[src/include/pcie_dma_config.svh]
// PCIe target engine configuration
`ifndef PCIE_DMA_CONFIG_SVH
`define PCIE_DMA_CONFIG_SVH

//******************************
// datapath widths
`define PCIE_DATA_W         128
`define PCIE_BE_W           16
// 256 entries of 16 bytes
`define PCIE_BAR_ADDR_W     8

//******************************
// tlp fmt and type codes
`define PCIE_FMT_MWR32      3'b010
`define PCIE_FMT_MRD32      3'b000
`define PCIE_FMT_CPLD       3'b010
`define PCIE_TYPE_MEM       5'b00000
`define PCIE_TYPE_CPL       5'b01010

// only 4 DW requests are served
`define PCIE_REQ_LEN_DW     4
`define PCIE_CPL_BYTE_CNT   16

`endif
[src/rtl/pcie_dma_pkg.sv]
// PCIe target engine types
`include "pcie_dma_config.svh"

package pcie_dma_pkg;

    //******************************
    // payload and address vectors
    typedef logic [`PCIE_DATA_W-1:0]     tlp_data_t;
    typedef logic [`PCIE_BE_W-1:0]       byte_en_t;
    typedef logic [`PCIE_BAR_ADDR_W-1:0] bar_addr_t;

    //******************************
    // tlp header fields
    typedef logic [15:0] req_id_t;
    typedef logic [7:0]  tlp_tag_t;
    typedef logic [2:0]  tlp_tc_t;
    typedef logic [1:0]  tlp_attr_t;
    // address bits 6..0 echoed in the completion
    typedef logic [6:0]  lower_addr_t;

    // config space ids
    typedef logic [7:0]  bus_num_t;
    typedef logic [4:0]  dev_num_t;

    //******************************
    // state machines
    typedef enum logic [1:0] {
        HEADER,
        WR_DATA,
        CPL_WAIT,
        DISCARD
    } rx_state_t;

    // one completion in flight
    typedef enum logic [1:0] {
        IDLE,
        READ,
        HDR,
        DATA
    } tx_state_t;

endpackage

[src/rtl/pcie_dma_ifs.sv]


// read completion request, rx to tx
interface cpl_req_if;
    import pcie_dma_pkg::*;

    logic        vld;
    logic        rdy;
    bar_addr_t   bar_addr;
    req_id_t     req_id;
    tlp_tag_t    tag;
    tlp_tc_t     tc;
    tlp_attr_t   attr;
    lower_addr_t lower_addr;

    modport requester (
        output vld, output bar_addr, output req_id, output tag,
        output tc, output attr, output lower_addr,
        input  rdy
    );
    modport completer (
        input  vld, input bar_addr, input req_id, input tag,
        input  tc, input attr, input lower_addr,
        output rdy
    );
endinterface

[src/rtl/pcie_cpld_tx.sv]
// PCIe completion transmitter
`include "pcie_dma_config.svh"

module pcie_cpld_tx (
    input  logic                    clk,
    input  logic                    i_rst_n,
    input  pcie_dma_pkg::bus_num_t  i_cfg_pbus_num,
    input  pcie_dma_pkg::dev_num_t  i_cfg_pbus_dev_num,
    input  pcie_dma_pkg::tlp_data_t i_rd_data,
    input  logic                    i_axis_slave_trdy,
    output logic                    o_rd_en,
    output pcie_dma_pkg::bar_addr_t o_rd_addr,
    output logic                    o_axis_slave_tvld,
    output pcie_dma_pkg::tlp_data_t o_axis_slave_tdata,
    output logic                    o_axis_slave_tlast,
    cpl_req_if.completer            cpl_req
);
    import pcie_dma_pkg::*;

    tx_state_t   state;
    bar_addr_t   bar_addr_q;
    req_id_t     req_id_q;
    tlp_tag_t    tag_q;
    tlp_tc_t     tc_q;
    tlp_attr_t   attr_q;
    lower_addr_t lower_addr_q;
    req_id_t     cpl_id;
    logic [31:0] dw0;
    logic [31:0] dw1;
    logic [31:0] dw2;

    assign cpl_req.rdy = (state == IDLE);
    assign o_rd_en     = (state == READ);
    assign o_rd_addr   = bar_addr_q;

    //******************************
    // completion header
    // function number is always 0
    assign cpl_id = {i_cfg_pbus_num, i_cfg_pbus_dev_num, 3'b000};
    assign dw0    = {`PCIE_FMT_CPLD, `PCIE_TYPE_CPL, 1'b0, tc_q, 4'b0000,
                     2'b00, attr_q, 2'b00, 10'(`PCIE_REQ_LEN_DW)};
    // status successful, BCM clear
    assign dw1    = {cpl_id, 3'b000, 1'b0, 12'(`PCIE_CPL_BYTE_CNT)};
    assign dw2    = {req_id_q, tag_q, 1'b0, lower_addr_q};

    assign o_axis_slave_tvld  = (state == HDR) || (state == DATA);
    assign o_axis_slave_tlast = (state == DATA);
    assign o_axis_slave_tdata = (state == DATA) ? i_rd_data : {32'h0, dw2, dw1, dw0};

    //******************************
    // completion FSM
    always_ff @(posedge clk)
    begin
        if (!i_rst_n)
            state <= IDLE;
        else
        begin
            case (state)
                IDLE:
                    if (cpl_req.vld)
                        state <= READ;
                READ:
                    state <= HDR;
                HDR:
                    if (i_axis_slave_trdy)
                        state <= DATA;
                DATA:
                    if (i_axis_slave_trdy)
                        state <= IDLE;
                default:
                    state <= IDLE;
            endcase
        end
    end

    // request fields, taken on the handshake
    always_ff @(posedge clk)
    begin
        if (cpl_req.vld && cpl_req.rdy)
        begin
            bar_addr_q   <= cpl_req.bar_addr;
            req_id_q     <= cpl_req.req_id;
            tag_q        <= cpl_req.tag;
            tc_q         <= cpl_req.tc;
            attr_q       <= cpl_req.attr;
            lower_addr_q <= cpl_req.lower_addr;
        end
    end

    assert property (@(posedge clk) disable iff (!i_rst_n)
        o_axis_slave_tvld && !i_axis_slave_trdy |=> o_axis_slave_tvld &&
        $stable(o_axis_slave_tdata) && $stable(o_axis_slave_tlast));

endmodule

[src/flat_wrapper.sv]
// flat-port wrapper written by rule: the top's interface ports become plain ports
module pcie_cpld_tx_flat import pcie_dma_pkg::*;
  (clk, i_rst_n, i_cfg_pbus_num, i_cfg_pbus_dev_num, i_rd_data, i_axis_slave_trdy, o_rd_en, o_rd_addr, o_axis_slave_tvld, o_axis_slave_tdata, o_axis_slave_tlast, cpl_req_vld, cpl_req_bar_addr, cpl_req_req_id, cpl_req_tag, cpl_req_tc, cpl_req_attr, cpl_req_lower_addr, cpl_req_rdy);
  cpl_req_if cpl_req_i ();
  input  logic clk;
  input  logic i_rst_n;
  input  pcie_dma_pkg::bus_num_t i_cfg_pbus_num;
  input  pcie_dma_pkg::dev_num_t i_cfg_pbus_dev_num;
  input  pcie_dma_pkg::tlp_data_t i_rd_data;
  input  logic i_axis_slave_trdy;
  output logic o_rd_en;
  output pcie_dma_pkg::bar_addr_t o_rd_addr;
  output logic o_axis_slave_tvld;
  output pcie_dma_pkg::tlp_data_t o_axis_slave_tdata;
  output logic o_axis_slave_tlast;
  input wire logic [$bits(cpl_req_i.vld)-1:0] cpl_req_vld;
  input wire logic [$bits(cpl_req_i.bar_addr)-1:0] cpl_req_bar_addr;
  input wire logic [$bits(cpl_req_i.req_id)-1:0] cpl_req_req_id;
  input wire logic [$bits(cpl_req_i.tag)-1:0] cpl_req_tag;
  input wire logic [$bits(cpl_req_i.tc)-1:0] cpl_req_tc;
  input wire logic [$bits(cpl_req_i.attr)-1:0] cpl_req_attr;
  input wire logic [$bits(cpl_req_i.lower_addr)-1:0] cpl_req_lower_addr;
  output wire logic [$bits(cpl_req_i.rdy)-1:0] cpl_req_rdy;
  assign cpl_req_i.vld = cpl_req_vld;
  assign cpl_req_i.bar_addr = cpl_req_bar_addr;
  assign cpl_req_i.req_id = cpl_req_req_id;
  assign cpl_req_i.tag = cpl_req_tag;
  assign cpl_req_i.tc = cpl_req_tc;
  assign cpl_req_i.attr = cpl_req_attr;
  assign cpl_req_i.lower_addr = cpl_req_lower_addr;
  assign cpl_req_rdy = cpl_req_i.rdy;
  pcie_cpld_tx u_core (.clk(clk), .i_rst_n(i_rst_n), .i_cfg_pbus_num(i_cfg_pbus_num), .i_cfg_pbus_dev_num(i_cfg_pbus_dev_num), .i_rd_data(i_rd_data), .i_axis_slave_trdy(i_axis_slave_trdy), .o_rd_en(o_rd_en), .o_rd_addr(o_rd_addr), .o_axis_slave_tvld(o_axis_slave_tvld), .o_axis_slave_tdata(o_axis_slave_tdata), .o_axis_slave_tlast(o_axis_slave_tlast), .cpl_req(cpl_req_i));
endmodule
[config.mk]
export PLATFORM = sky130hd
export DESIGN_NAME = pcie_cpld_tx_flat
export DESIGN_NICKNAME = d
export VERILOG_FILES = /design/src/rtl/pcie_dma_pkg.sv /design/src/rtl/pcie_dma_ifs.sv /design/src/rtl/pcie_cpld_tx.sv /design/src/flat_wrapper.sv
export VERILOG_INCLUDE_DIRS = /design/src /design/src/include
export SDC_FILE = /design/constraint.sdc
export NUM_CORES = 1
export LEC_CHECK = 0
export BUFFER_PORTS_ARGS = -buffer_cell sky130_fd_sc_hd__buf_2
export CORE_AREA = 2 2 128 130
export CTS_BUF_LIST = sky130_fd_sc_hd__clkbuf_8
export DETAILED_ROUTE_END_ITERATION = 12
export DIE_AREA = 0 0 130 132
export GPL_TIMING_DRIVEN = 0
export PLACE_DENSITY = 0.6
export SLEW_MARGIN = 40
export SYNTH_ARGS = -nofsm -noshare
export SYNTH_HDL_FRONTEND = slang
export SYNTH_SLANG_ARGS = --single-unit
export TNS_END_PERCENT = 1
[constraint.sdc]
create_clock -name clk -period 4.75 [get_ports clk]
set_input_delay 0.7125 -clock clk [delete_from_list [all_inputs] [get_ports clk]]
set_output_delay 0.7125 -clock clk [all_outputs]
set_load 0.005 [all_outputs]
## Word-level counts from Yosys, hierarchy flattened

Index checks and enable logic that the tools add are counted.
Widths: inputs -> output; s select.

- Eq/ne operators: 6
- Multiplexer cells: 5
- Reductions and logical operators: 4

Operator list:

| operator | count |
|---|---|
| $mux 128 | 1 |
| $pmux 2 s4 | 1 |
| $mux 2 | 3 |
| $ne 2x2->1 const B | 3 |
| $eq 2x2->1 const B | 2 |
| $reduce_and 3->1 | 1 |
| $eq 2x1->1 const B | 1 |
| $logic_not 2->1 | 1 |
| $logic_and 1x1->1 | 1 |
| $logic_or 1x1->1 | 1 |

- Register bits: 46
- Bits of input ports: 189
- Output and inout bits: 140
- Word-level logic and storage cells: 22

## Depth between registers and ports, before layout

- Depth in word-level cells: 3
- Gate-level depth with buffers: 5
- Gate-level depth less buffers: 5

## Worst setup path after synthesis

OpenSTA, ideal clock, no wires.

- Kind: in2reg
- From: input cpl_req_vld
- To: register u_core.attr_q[0] (enable)
- Setup time: 0.406 ns
- Data arrival time: 1.773 ns
- Data required time: 4.344 ns
- Slack: 2.571 ns
- Cell stages on the path: 1
- Path buffers: 0
- Path through: and2_1

- Longest elaborated chain between the ends: 1

RTL lines:

| element | RTL line | text |
|---|---|---|
| start, declared | flat_wrapper.sv:16 | `input wire logic [$bits(cpl_req_i.vld)-1:0] cpl_req_vld;` |
| $logic_and 1x1->1 | pcie_cpld_tx.sv:79 | `if (cpl_req.vld && cpl_req.rdy)` |
| end signal, assigned | pcie_cpld_tx.sv:85 | `attr_q <= cpl_req.attr;` |
| end, declared | pcie_cpld_tx.sv:25 | `tlp_attr_t attr_q;` |

No other way between the ends.
A chain may end at the register's enable or synchronous reset.

## Worst setup path after layout

- From: register u_core.state[0]
- To: output o_axis_slave_tdata[80]

- Longest elaborated chain between the ends: 2

RTL lines:

| element | RTL line | text |
|---|---|---|
| start, declared | pcie_cpld_tx.sv:20 | `tx_state_t state;` |
| start signal, assigned | pcie_cpld_tx.sv:55 | `state <= IDLE;` |
| start signal, assigned | pcie_cpld_tx.sv:61 | `state <= READ;` |
| start signal, assigned | pcie_cpld_tx.sv:63 | `state <= HDR;` |
| $eq 2x2->1 | pcie_cpld_tx.sv:48 | `assign o_axis_slave_tdata = (state == DATA) ? i_rd_data : {32'h0, dw2, dw1, dw0};` |
| $mux 128 | pcie_cpld_tx.sv:48 |  |
| end, declared | flat_wrapper.sv:14 | `output pcie_dma_pkg::tlp_data_t o_axis_slave_tdata;` |

No other way between the ends.

==> results.json <==
{
  "syn_to_final_growth_pct": 72.0,
  "max-cap-violations": 0,
  "port_buffers": 328,
  "synth_top_cell_area_share_pct": 46.6,
  "post_cts_buffers": 0,
  "clock-sinks": 46,
  "synth_area_leader_cell": "edfxtp_1",
  "hold_class": "reg2reg",
  "cts_resized": 0,
  "cp.required_ns": 4.04,
  "syn_area_per_cell_um2": 13.8,
  "place_inst": 750,
  "critPathCaptureType": "output pin",
  "clk_path_buf_depth": 2,
  "num_rows": 46,
  "die_area_mm2": 0.0172,
  "synth_common_cells": "75 x and2_1, 44 x edfxtp_1, 41 x mux2_4, 8 x mux2_2, 7 x clkbuf_2",
  "vias": 2780,
  "clk_latency_ns": 0.31,
  "cts_tree": "done",
  "max-vdd-ir-drop_uv": 203,
  "antenna_left": 0,
  "ys_warn_count": 0,
  "syn_nets": 398,
  "die_x_um": 130,
  "synth_ff_type": "edfxtp_1",
  "synth.most_common_cell": "and2_1",
  "cts_buffers": 5,
  "root_buffer": "clkbuf_8",
  "htree_levels": 2,
  "clkSlewWorstSetupHoldPaths_ns": 0.09,
  "fmax_mhz": 393,
  "grt_usage_pct": 11.1,
  "top_layer": "met4",
  "critical_path_class": "reg2out",
  "gp_congestion": 0.769,
  "synth_area_leaders": "edfxtp_1 47%, mux2_4 22%, and2_1 17%",
  "cp-start-kind": "flip-flop",
  "period_minus_slack_ns": 2.55,
  "antenna-diode-count": 0,
  "die_h_um": 132,
  "setup_violations": 0,
  "maxSlewViolCount": 0,
  "grt_first_pass_wirelength_um": 14400,
  "fill_cells": 1683,
  "routed_wl_um": 10000,
  "antenna_found_initial": 0,
  "rsz0062_at_grt": "false",
  "crit_arrival_ns": 1.83,
  "status": "completed",
  "wl_per_cell_um": 13.2,
  "relSlewSlack_pct": 85.3,
  "netlist_area_mm2": 0.00283,
  "ios": 329,
  "finalSetupTns_ns": 0,
  "fin_cells": 758,
  "grt_pass1_vias": 2762,
  "async_flop_share_pct": 0,
  "synth_enable_flop_cells": 44,
  "drt-initial-drc-count": 60,
  "place_hpwl_um": 8460,
  "yosysSeqAreaShare_pct": 48.1,
  "wl_met1_um": 3900,
  "cp_max_fo": 10,
  "drt-vias-per-instance": 3.67,
  "grt_max_degree": 34,
  "drive_above_1_share_pct": 73.8,
  "wl_met2_um": 4950,
  "syn_inst": 205,
  "final.period_utilization_pct": 53.6,
  "grt.overflow.total": 0,
  "rrSetupSlack_ns": 3.21,
  "yosysUniqueCellTypes": 18,
  "core-area_mm2": 0.0157,
  "dr_wl_met3_um": 987,
  "layout.nets": 734,
  "drc_errors": 0,
  "fin_worst_skew_ns": 0.0110,
  "cts_hold_buf": 0,
  "firstDrtPassIters": 4,
  "p_leak_nw": 2.61,
  "start_util_pct": 18.0,
  "tightest_slew_ns": 0.220,
  "ys_ff_latch": 46,
  "powerDensity_mw_per_mm2": 341,
  "hold_viol_final": 0
}
## placed cells by master (no fill, tap or decap), types with 2 or more instances in the layout
| cell type | count |
|---|---|
| dfxtp_1 | 2 |
| mux2_2 | 8 |
| ha_1 | 4 |
| clkbuf_2 | 7 |
| buf_6 | 2 |
| clkbuf_8 | 5 |
| buf_12 | 5 |
| and2_1 | 74 |
| nand2b_1 | 5 |
| edfxtp_1 | 44 |
| mux2_4 | 41 |
| buf_2 | 328 |
| nor2_1 | 2 |
| nand2_1 | 2 |
| inv_1 | 6 |
## registers in the layout (all words and copies together) (netlist names)
signal,flops
u_core.state,2
u_core.attr_q,2
u_core.o_rd_addr,8
u_core.req_id_q,16
u_core.tag_q,8
u_core.lower_addr_q,7
u_core.tc_q,3
## routing by layer
metal	up-vias	global-route usage (%)
li1	1370	-
met1	1224	11.9
met2	173	20.0
met3	13	3.81
met4	0	4.18
met5	-	0
## worst max-delay path: stages, from the launching register on
cell and delay (ns):
dfxtp_1 0.40, ha_1 0.26, buf_6 0.23, buf_12 0.17, mux2_4 0.31, buf_2 0.15
## cells by family (layout without fill, tap and decap cells)
family	Yosys count	count (layout)	synth area share, %
AOI/OAI and AO/OA	3	3	1.06
adders and majority gates	4	4	1.77
buffers and inverters	18	355	5.65
DFF	46	46	48.1
muxes	50	50	25.3
and+or+nand+nor	84	84	18.2
## cell type report
cell class | count | area, um^2 | share of cell area, %
clock inverter | 3 | 37.5 | 0.770
timing repair buffer | 329 | 1660 | 34.1
sequential | 46 | 1360 | 27.9
multi-input combinational | 141 | 1310 | 27.0
tap | 216 | 270 | 5.55
clock buffer | 5 | 68.8 | 1.41
buffer | 14 | 145 | 2.98
inverter | 4 | 15.0 | 0.308
## power by group
part | switching, mW | internal, mW | total, mW
sequential | 0.0314 | 0.570 | 0.601
clock | 0.138 | 0.153 | 0.291
combinational | 0.335 | 0.435 | 0.770
total | 0.504 | 1.16 | 1.66
## metrics by stage
stage / worst slack [ns] / util (%) / total power [mW] / hold WS (ns) / cell area [um^2]
after floorplan: 2.57 / - / 1.03 / 0.468 / 2830
after global placement: 1.87 / 30.2 / 1.38 / 0.487 / 4740
after detailed placement: 2.50 / 30.3 / 1.40 / 0.491 / 4770
after CTS: 2.12 / 31.0 / 1.70 / 0.504 / 4870
after global routing: 2.05 / 31.0 / 1.78 / 0.534 / 4870
final: 2.20 / 31.0 / 1.66 / 0.497 / 4870
## final timing paths
check,from,end,depth (start not counted)
max,u_core.state[0],o_axis_slave_tdata[80],5
min,u_core.state[1],u_core.state[1],2
max reg2reg,u_core.state[0],u_core.req_id_q[6],4
min reg2reg,u_core.state[1],u_core.state[1],2
No activity file was read; power rests on OpenSTA's default activity.
