### src/include/pcie_dma_config.svh
// PCIe target engine configuration
`ifndef PCIE_DMA_CONFIG_SVH
`define PCIE_DMA_CONFIG_SVH

//******************************
// datapath widths
`define PCIE_DATA_W         128
`define PCIE_BE_W           16
// 256 entries of 16 bytes
`define PCIE_BAR_ADDR_W     8

//******************************
// tlp fmt and type codes
`define PCIE_FMT_MWR32      3'b010
`define PCIE_FMT_MRD32      3'b000
`define PCIE_FMT_CPLD       3'b010
`define PCIE_TYPE_MEM       5'b00000
`define PCIE_TYPE_CPL       5'b01010

// only 4 DW requests are served
`define PCIE_REQ_LEN_DW     4
`define PCIE_CPL_BYTE_CNT   16

`endif
### src/rtl/pcie_dma_pkg.sv
// PCIe target engine types
`include "pcie_dma_config.svh"

package pcie_dma_pkg;

    //******************************
    // payload and address vectors
    typedef logic [`PCIE_DATA_W-1:0]     tlp_data_t;
    typedef logic [`PCIE_BE_W-1:0]       byte_en_t;
    typedef logic [`PCIE_BAR_ADDR_W-1:0] bar_addr_t;

    //******************************
    // tlp header fields
    typedef logic [15:0] req_id_t;
    typedef logic [7:0]  tlp_tag_t;
    typedef logic [2:0]  tlp_tc_t;
    typedef logic [1:0]  tlp_attr_t;
    // address bits 6..0 echoed in the completion
    typedef logic [6:0]  lower_addr_t;

    // config space ids
    typedef logic [7:0]  bus_num_t;
    typedef logic [4:0]  dev_num_t;

    //******************************
    // state machines
    typedef enum logic [1:0] {
        HEADER,
        WR_DATA,
        CPL_WAIT,
        DISCARD
    } rx_state_t;

    // one completion in flight
    typedef enum logic [1:0] {
        IDLE,
        READ,
        HDR,
        DATA
    } tx_state_t;

endpackage

### src/rtl/pcie_dma_ifs.sv
// BAR write and completion request interfaces

// byte enabled write strobe into the BAR, no handshake
interface bar_wr_if;
    import pcie_dma_pkg::*;

    logic      en;
    bar_addr_t addr;
    tlp_data_t data;
    byte_en_t  byte_en;

    modport writer (output en, output addr, output data, output byte_en);
    modport memory (input en, input addr, input data, input byte_en);
endinterface

// read completion request, rx to tx
interface cpl_req_if;
    import pcie_dma_pkg::*;

    logic        vld;
    logic        rdy;
    bar_addr_t   bar_addr;
    req_id_t     req_id;
    tlp_tag_t    tag;
    tlp_tc_t     tc;
    tlp_attr_t   attr;
    lower_addr_t lower_addr;

    modport requester (
        output vld, output bar_addr, output req_id, output tag,
        output tc, output attr, output lower_addr,
        input  rdy
    );
    modport completer (
        input  vld, input bar_addr, input req_id, input tag,
        input  tc, input attr, input lower_addr,
        output rdy
    );
endinterface

### src/rtl/pcie_rx_tlp_parser.sv
// PCIe request TLP parser
`include "pcie_dma_config.svh"

module pcie_rx_tlp_parser (
    input  logic                    clk,
    input  logic                    i_rst_n,
    input  logic                    i_axis_master_tvld,
    input  pcie_dma_pkg::tlp_data_t i_axis_master_tdata,
    input  logic                    i_axis_master_tlast,
    output logic                    o_axis_master_trdy,
    bar_wr_if.writer                bar_wr,
    cpl_req_if.requester            cpl_req
);
    import pcie_dma_pkg::*;

    rx_state_t  state;
    logic       beat;
    logic [2:0] hdr_fmt;
    logic [4:0] hdr_type;
    logic [9:0] hdr_len;
    logic       is_mwr;
    logic       is_mrd;

    //******************************
    // header decode, DW0 fields
    assign hdr_fmt  = i_axis_master_tdata[31:29];
    assign hdr_type = i_axis_master_tdata[28:24];
    assign hdr_len  = i_axis_master_tdata[9:0];

    assign is_mwr = (hdr_fmt == `PCIE_FMT_MWR32) && (hdr_type == `PCIE_TYPE_MEM) &&
                    (hdr_len == 10'(`PCIE_REQ_LEN_DW));
    assign is_mrd = (hdr_fmt == `PCIE_FMT_MRD32) && (hdr_type == `PCIE_TYPE_MEM) &&
                    (hdr_len == 10'(`PCIE_REQ_LEN_DW));

    // stall the stream while a read waits for the transmitter
    assign o_axis_master_trdy = (state != CPL_WAIT);
    assign beat               = i_axis_master_tvld && o_axis_master_trdy;

    //******************************
    // request FSM
    always_ff @(posedge clk)
    begin
        if (!i_rst_n)
        begin
            state       <= HEADER;
            bar_wr.en   <= 1'b0;
            cpl_req.vld <= 1'b0;
        end
        else
        begin
            bar_wr.en <= 1'b0;
            case (state)
                HEADER:
                    if (beat)
                    begin
                        if (is_mwr && !i_axis_master_tlast)
                            state <= WR_DATA;
                        else if (is_mrd && i_axis_master_tlast)
                        begin
                            cpl_req.vld <= 1'b1;
                            state       <= CPL_WAIT;
                        end
                        else if (!i_axis_master_tlast)
                            state <= DISCARD;
                    end
                WR_DATA:
                    if (beat)
                    begin
                        bar_wr.en <= 1'b1;
                        state     <= i_axis_master_tlast ? HEADER : DISCARD;
                    end
                CPL_WAIT:
                    if (cpl_req.rdy)
                    begin
                        cpl_req.vld <= 1'b0;
                        state       <= HEADER;
                    end
                DISCARD:
                    if (beat && i_axis_master_tlast)
                        state <= HEADER;
                default:
                    state <= HEADER;
            endcase
        end
    end

    // header fields, DW1 and DW2
    always_ff @(posedge clk)
    begin
        if (state == HEADER && beat)
        begin
            bar_wr.addr        <= i_axis_master_tdata[68 +: `PCIE_BAR_ADDR_W];
            // first BE on the low DW, last BE on the high DW
            bar_wr.byte_en     <= {i_axis_master_tdata[39:36], 8'hff,
                                   i_axis_master_tdata[35:32]};
            cpl_req.bar_addr   <= i_axis_master_tdata[68 +: `PCIE_BAR_ADDR_W];
            cpl_req.req_id     <= i_axis_master_tdata[63:48];
            cpl_req.tag        <= i_axis_master_tdata[47:40];
            cpl_req.tc         <= i_axis_master_tdata[22:20];
            cpl_req.attr       <= i_axis_master_tdata[13:12];
            cpl_req.lower_addr <= i_axis_master_tdata[70:64];
        end
        if (state == WR_DATA && beat)
            bar_wr.data <= i_axis_master_tdata;
    end

    // a data beat is always followed by a header beat
    assert property (@(posedge clk) disable iff (!i_rst_n) bar_wr.en |=> !bar_wr.en);

    assert property (@(posedge clk) disable iff (!i_rst_n)
        cpl_req.vld && !cpl_req.rdy |=> cpl_req.vld &&
        $stable({cpl_req.bar_addr, cpl_req.req_id, cpl_req.tag,
                 cpl_req.tc, cpl_req.attr, cpl_req.lower_addr}));

endmodule

### src/flat_wrapper.sv
// flat-port wrapper written by rule: the top's interface ports become plain ports
module pcie_rx_tlp_parser_flat import pcie_dma_pkg::*;
  (clk, i_rst_n, i_axis_master_tvld, i_axis_master_tdata, i_axis_master_tlast, o_axis_master_trdy, bar_wr_en, bar_wr_addr, bar_wr_data, bar_wr_byte_en, cpl_req_vld, cpl_req_bar_addr, cpl_req_req_id, cpl_req_tag, cpl_req_tc, cpl_req_attr, cpl_req_lower_addr, cpl_req_rdy);
  bar_wr_if bar_wr_i ();
  cpl_req_if cpl_req_i ();
  input  logic clk;
  input  logic i_rst_n;
  input  logic i_axis_master_tvld;
  input  pcie_dma_pkg::tlp_data_t i_axis_master_tdata;
  input  logic i_axis_master_tlast;
  output logic o_axis_master_trdy;
  output wire logic [$bits(bar_wr_i.en)-1:0] bar_wr_en;
  output wire logic [$bits(bar_wr_i.addr)-1:0] bar_wr_addr;
  output wire logic [$bits(bar_wr_i.data)-1:0] bar_wr_data;
  output wire logic [$bits(bar_wr_i.byte_en)-1:0] bar_wr_byte_en;
  output wire logic [$bits(cpl_req_i.vld)-1:0] cpl_req_vld;
  output wire logic [$bits(cpl_req_i.bar_addr)-1:0] cpl_req_bar_addr;
  output wire logic [$bits(cpl_req_i.req_id)-1:0] cpl_req_req_id;
  output wire logic [$bits(cpl_req_i.tag)-1:0] cpl_req_tag;
  output wire logic [$bits(cpl_req_i.tc)-1:0] cpl_req_tc;
  output wire logic [$bits(cpl_req_i.attr)-1:0] cpl_req_attr;
  output wire logic [$bits(cpl_req_i.lower_addr)-1:0] cpl_req_lower_addr;
  input wire logic [$bits(cpl_req_i.rdy)-1:0] cpl_req_rdy;
  assign bar_wr_en = bar_wr_i.en;
  assign bar_wr_addr = bar_wr_i.addr;
  assign bar_wr_data = bar_wr_i.data;
  assign bar_wr_byte_en = bar_wr_i.byte_en;
  assign cpl_req_vld = cpl_req_i.vld;
  assign cpl_req_bar_addr = cpl_req_i.bar_addr;
  assign cpl_req_req_id = cpl_req_i.req_id;
  assign cpl_req_tag = cpl_req_i.tag;
  assign cpl_req_tc = cpl_req_i.tc;
  assign cpl_req_attr = cpl_req_i.attr;
  assign cpl_req_lower_addr = cpl_req_i.lower_addr;
  assign cpl_req_i.rdy = cpl_req_rdy;
  pcie_rx_tlp_parser u_core (.clk(clk), .i_rst_n(i_rst_n), .i_axis_master_tvld(i_axis_master_tvld), .i_axis_master_tdata(i_axis_master_tdata), .i_axis_master_tlast(i_axis_master_tlast), .o_axis_master_trdy(o_axis_master_trdy), .bar_wr(bar_wr_i), .cpl_req(cpl_req_i));
endmodule
### config.mk
export PLATFORM = sky130hd
export DESIGN_NAME = pcie_rx_tlp_parser_flat
export DESIGN_NICKNAME = d
export VERILOG_FILES = /design/src/rtl/pcie_dma_pkg.sv /design/src/rtl/pcie_dma_ifs.sv /design/src/rtl/pcie_rx_tlp_parser.sv /design/src/flat_wrapper.sv
export VERILOG_INCLUDE_DIRS = /design/src /design/src/include
export SDC_FILE = /design/constraint.sdc
export NUM_CORES = 1
export LEC_CHECK = 0
export ABC_AREA = 0
export BUFFER_PORTS_ARGS = -buffer_cell sky130_fd_sc_hd__buf_2
export CAP_MARGIN = 10
export CORE_AREA = 2 2 130 132
export DETAILED_ROUTE_END_ITERATION = 12
export DIE_AREA = 0 0 132 134
export PLACE_DENSITY_LB_ADDON = 0.2
export RECOVER_POWER = 25
export SKIP_CTS_REPAIR_TIMING = 1
export SLEW_MARGIN = 30
export SYNTH_ARGS = -nofsm -noshare
export SYNTH_HDL_FRONTEND = slang
export SYNTH_SLANG_ARGS = --single-unit
export TNS_END_PERCENT = 50
### constraint.sdc
create_clock -name clk -period 5.23 [get_ports clk]
set_input_delay 0.7845 -clock clk [delete_from_list [all_inputs] [get_ports clk]]
set_output_delay 0.7845 -clock clk [all_outputs]
set_load 0.03 [all_outputs]
; ---- After elaboration in Yosys (flattened, before gate mapping)
; Index checks and enable logic that the tools add are counted.
[op_classes]
mux = 15
n_eq_ne = 13
reduce_logical = 18
[op_table]
columns = operator, count
row1 = $mux W2, 8
row2 = $eq A10 B3 Y1 const B, 1
row3 = $logic_and A1 B1 Y1, 10
row4 = $reduce_and A5 Y1, 2
row5 = $ne A2 B1 Y1 const B, 4
row6 = $pmux W2 S4, 1
row7 = $ne A2 B2 Y1 const B, 3
row8 = $logic_not A5 Y1, 1
row9 = $mux W1, 5
row10 = $eq A2 B2 Y1 const B, 2
row11 = $ne A4 B2 Y1 const B, 1
row12 = $eq A3 B2 Y1 const B, 1
row13 = $logic_not A3 Y1, 1
row14 = $eq A2 B1 Y1 const B, 1
row15 = $logic_not A2 Y1, 1
row16 = $pmux W1 S2, 1
row17 = $reduce_and A2 Y1, 1
row18 = $reduce_bool A2 Y1, 1
row19 = $logic_not A1 Y1, 1
[totals]
inputBits = 133
reg_bits = 184
word_cells = 57

; ---- Longest topological paths before layout
[depth]
ltp_word = 8
ltp_mapped = 4
ltp_nobuf = 4

; ---- Worst setup path after synthesis
; OpenSTA, ideal clock, no wires.
[synth_path]
path_type = in2reg
from = input i_axis_master_tvld
to = register u_core.bar_wr.data[0], enable pin
cell_stages = 2
setup_slack_ps = 831
n_path_buf = 0
required_ps = 4728
arrival_ps = 3897
cell_sequence = and2b_1 -> and2_1
[synth_via]
elab_chain_len = 2
[synth_lines]
columns = item, line_no
row1 = from (decl), flat_wrapper.sv:8  ; input logic i_axis_master_tvld;
row2 = $logic_and A1 B1 Y1, pcie_rx_tlp_parser.sv:37  ; assign beat = i_axis_master_tvld && o_axis_master_trdy;
row3 = $logic_and A1 B1 Y1, pcie_rx_tlp_parser.sv:103  ; if (state == WR_DATA && beat)
row4 = to (signal assigned), pcie_rx_tlp_parser.sv:104  ; bar_wr.data <= i_axis_master_tdata;
row5 = to (decl), pcie_dma_ifs.sv:12  ; modport writer (output en, output addr, output data, output byte_en);
; Every way passes these cells.
; A chain may end at the register's enable or synchronous reset.

; ---- Worst setup path after layout
[layout_path]
from = input i_axis_master_tvld
to = register u_core.bar_wr.data[36], enable pin
; The elaborated chain is that of the path after synthesis.

==> metrics.md <==
| Metric | Value |
|---|---|
| Status | completed |
| GP Congestion | 0.749 |
| Die Area | 0.0177 mm² |
| Clock Skew | 6.18 ps |
| RSZ-0062 raised after global routing | no |
| Post-detailed-route DRC marker count | 0 |
| Switching Fraction | 24.0% |
| Core Region | 0.0163 mm² |
| Die width | 132 µm |
| 1st-pass router iterations | 6 |
| Fmax | 424 MHz |
| CP max FO | 60 |
| Vias per inst | 4.30 |
| Worst-margin pin slew | 802 ps |
| Setup violations, final | 0 |
| Clk pwr share | 37.0% |
| H-tree levels | 4 |
| Nets | 695 |
| Post-Synthesis Cell Area | 0.00575 mm² |
| Clock transition at the registers of the reported paths | 60 ps |
| Worst-Skew Late Latency | 420 ps |
| Finished Layout Cells | 794 |
| Total GRT Usage | 15.0% |
| Slew Viols, Final | 0 |
| Rows | 47 |
| Post-synth top area share | 92.4% |
| Largest net degree at the start of global routing | 61 |
| Initial Util | 35.3% |
| Post-synthesis sequential area ratio | 93.8% |
| Arr. time, crit path | 2410 ps |
| Average wire per standard cell | 16.7 µm |
| Nature of the critical path startpoint | primary input |
| Crit path capture type | flop |
| Max-slew headroom | 46.5% |
| Final Hold Viols | 0 |
| Placed insts | 763 |
| Fill cells | 1,433 |
| Leakage power | 0.00327 µW |
| Final WL | 13,200 µm |
| Max clock buf depth | 2 |
| Syn Area/Cell | 25.1 µm² |
| Post-Synthesis Cells | 229 |
| NetSw | 759 µW |
| Starting DRC count in detailed routing | 178 |
| Yosys reg bits | 181 |
| Cell taking the most area after synthesis | edfxtp_1 |
| Vias in the first global route | 3,461 |
| Largest cells by area after synthesis | edfxtp_1 (92%), buf_4 (2.5%), dfxtp_1 (1.4%) |
| Post-layout min period | 2360 ps |
| Synth cell types | 24 |
| Seq pwr share | 53.4% |
| Comb power frac | 9.7% |
| Power Density | 392 mW/mm² |
| # clock sinks | 181 |
| IO buf count | 323 |
| Worst Path Required | 5280 ps |
| Clock tree root driver cell | clkbuf_16 |
| Layout cells sized above 1 | 60.1% |
| Internal power | 2400 µW |
| DP HPWL | 9750 µm |
| Critical path class | in2reg |
| Total gr overflow | 0 |
| Initial antenna violation count | 3 |
| Total Neg Setup Slack | 0 ps |
| Core Util, Final | 49.5% |
| Post-DRT Antenna Nets | 0 |
| VDD IR max | 0.000197 V |
| Worst Hold Class | reg2reg |
| Ports | 332 |
| CTS tree | yes |
| Die Y | 134 µm |
| Vias after detailed routing | 3,415 |
| Yosys warnings | 0 |
| Final Cycle Share | 45.1% |
| Max-cap violations | 0 |
| Num CTS Buffers | 17 |
| Global-route wire length before repair | 19,700 µm |
| Area Growth Syn to Fin | 40.3% |
[stage by stage]
step | hold slack (ps) | cell area, µm² | total power (µW) | setup WS (ps)
final | 514 | 8070 | 3160 | 2870
after global routing | 505 | 8070 | 3270 | 2750
after CTS | 511 | 8090 | 3190 | 2850
after detailed placement | 487 | 7550 | 2030 | 2380
after global placement | 476 | 7550 | 2020 | 2520
after floorplan | 524 | 5780 | 1910 | 831
[Yosys cell counts]
library cell,count
a21oi_1,1
and2_1,2
and3_1,2
nor4_2,1
nor4_1,1
buf_4,19
dfxtp_1,4
o21ai_0,3
a211oi_2,1
a221oi_2,1
nand2b_1,1
nand3_1,1
edfxtp_1,177
nor4b_4,1
inv_1,1
a41oi_1,1
o211a_1,1
nor2_1,3
and4b_4,1
nand2_1,3
nor3_2,1
a211oi_1,1
and2b_1,1
conb_1,1
[layout make-up]
cell class                 count  area, µm²  area share, %
sequential                   181       5400           66.9
timing repair buffer         326       1620           20.0
tap                          220        275           3.41
inverter                       1       3.75         0.0465
clock buffer                  17        425           5.27
antenna                        2       5.00         0.0620
clock inverter                12        109           1.35
multi-input combinational     35        240           2.98
[sequential cells by signal (all words and copies together) (netlist names)]
signal	cells
u_core.bar_wr.data	128
u_core.cpl_req.req_id	16
u_core.cpl_req.lower_addr	6
u_core.bar_wr.en	1
u_core.state	2
u_core.cpl_req.tag	8
u_core.bar_wr.addr	6
u_core.cpl_req.attr	2
u_core.bar_wr.byte_en	8
u_core.cpl_req.vld	1
u_core.cpl_req.tc	3
[worst paths after layout]
| check | start | end | slack, ps | cells past startpoint |
|---|---|---|---|---|
| worst min-delay path | u_core.cpl_req.vld | u_core.cpl_req.vld | 510 | 2 |
| worst min register to register | u_core.cpl_req.vld | u_core.cpl_req.vld | 510 | 2 |
| worst max register to register | u_core.state[1] | u_core.bar_wr.data[36] | 2930 | 3 |
| worst max-delay path | i_axis_master_tvld | u_core.bar_wr.data[36] | 2870 | 4 |
[layer usage]
layer	vias up	part of all wire, %	track usage (%)
met4	2	2.8	7.49
met5	-	0.098	0
met2	207	52	26.4
li1	1555	-	-
met3	28	9.8	6.24
met1	1623	35	15.3
[cells by family (layout without fill, tap and decap cells)]
kind of cell	count (synthesis)	count (layout)	synth area share [%]
and+or+nand+nor	18	18	2.31
AOI/OAI and AO/OA	9	9	1.28
buffers and inverters	20	356	2.55
DFF	181	181	93.8
other	1	10	0.0652
[critical path, cell delays in order]
cell and delay (ps):
buf_2 120, and2b_1 190, and2_4 680, buf_4 590
[cells in the final DEF (no fill, tap or decap), drive strengths merged, types with 2 or more instances in the layout]
cell / Yosys / final
diode: 0 / 2
nor4: 2 / 2
nor2: 3 / 3
edfxtp: 177 / 177
and3: 2 / 2
buf: 19 / 309
nand2: 3 / 3
a211oi: 2 / 2
clkbuf: 0 / 34
inv: 1 / 3
conb: 1 / 8
clkinv: 0 / 7
clkinvlp: 0 / 2
and2: 2 / 2
o21ai: 3 / 3
dfxtp: 4 / 4
[power groups by stage]
stage / clock [µW] / combinational (µW) / sequential, µW
after floorplan: 0 / 66.9 / 1840
after global placement: 0 / 307 / 1720
after detailed placement: 0 / 311 / 1720
after CTS: 1200 / 312 / 1690
after global routing: 1250 / 323 / 1690
final: 1170 / 305 / 1690
Note: power is estimated with default switching activity, not from simulation.
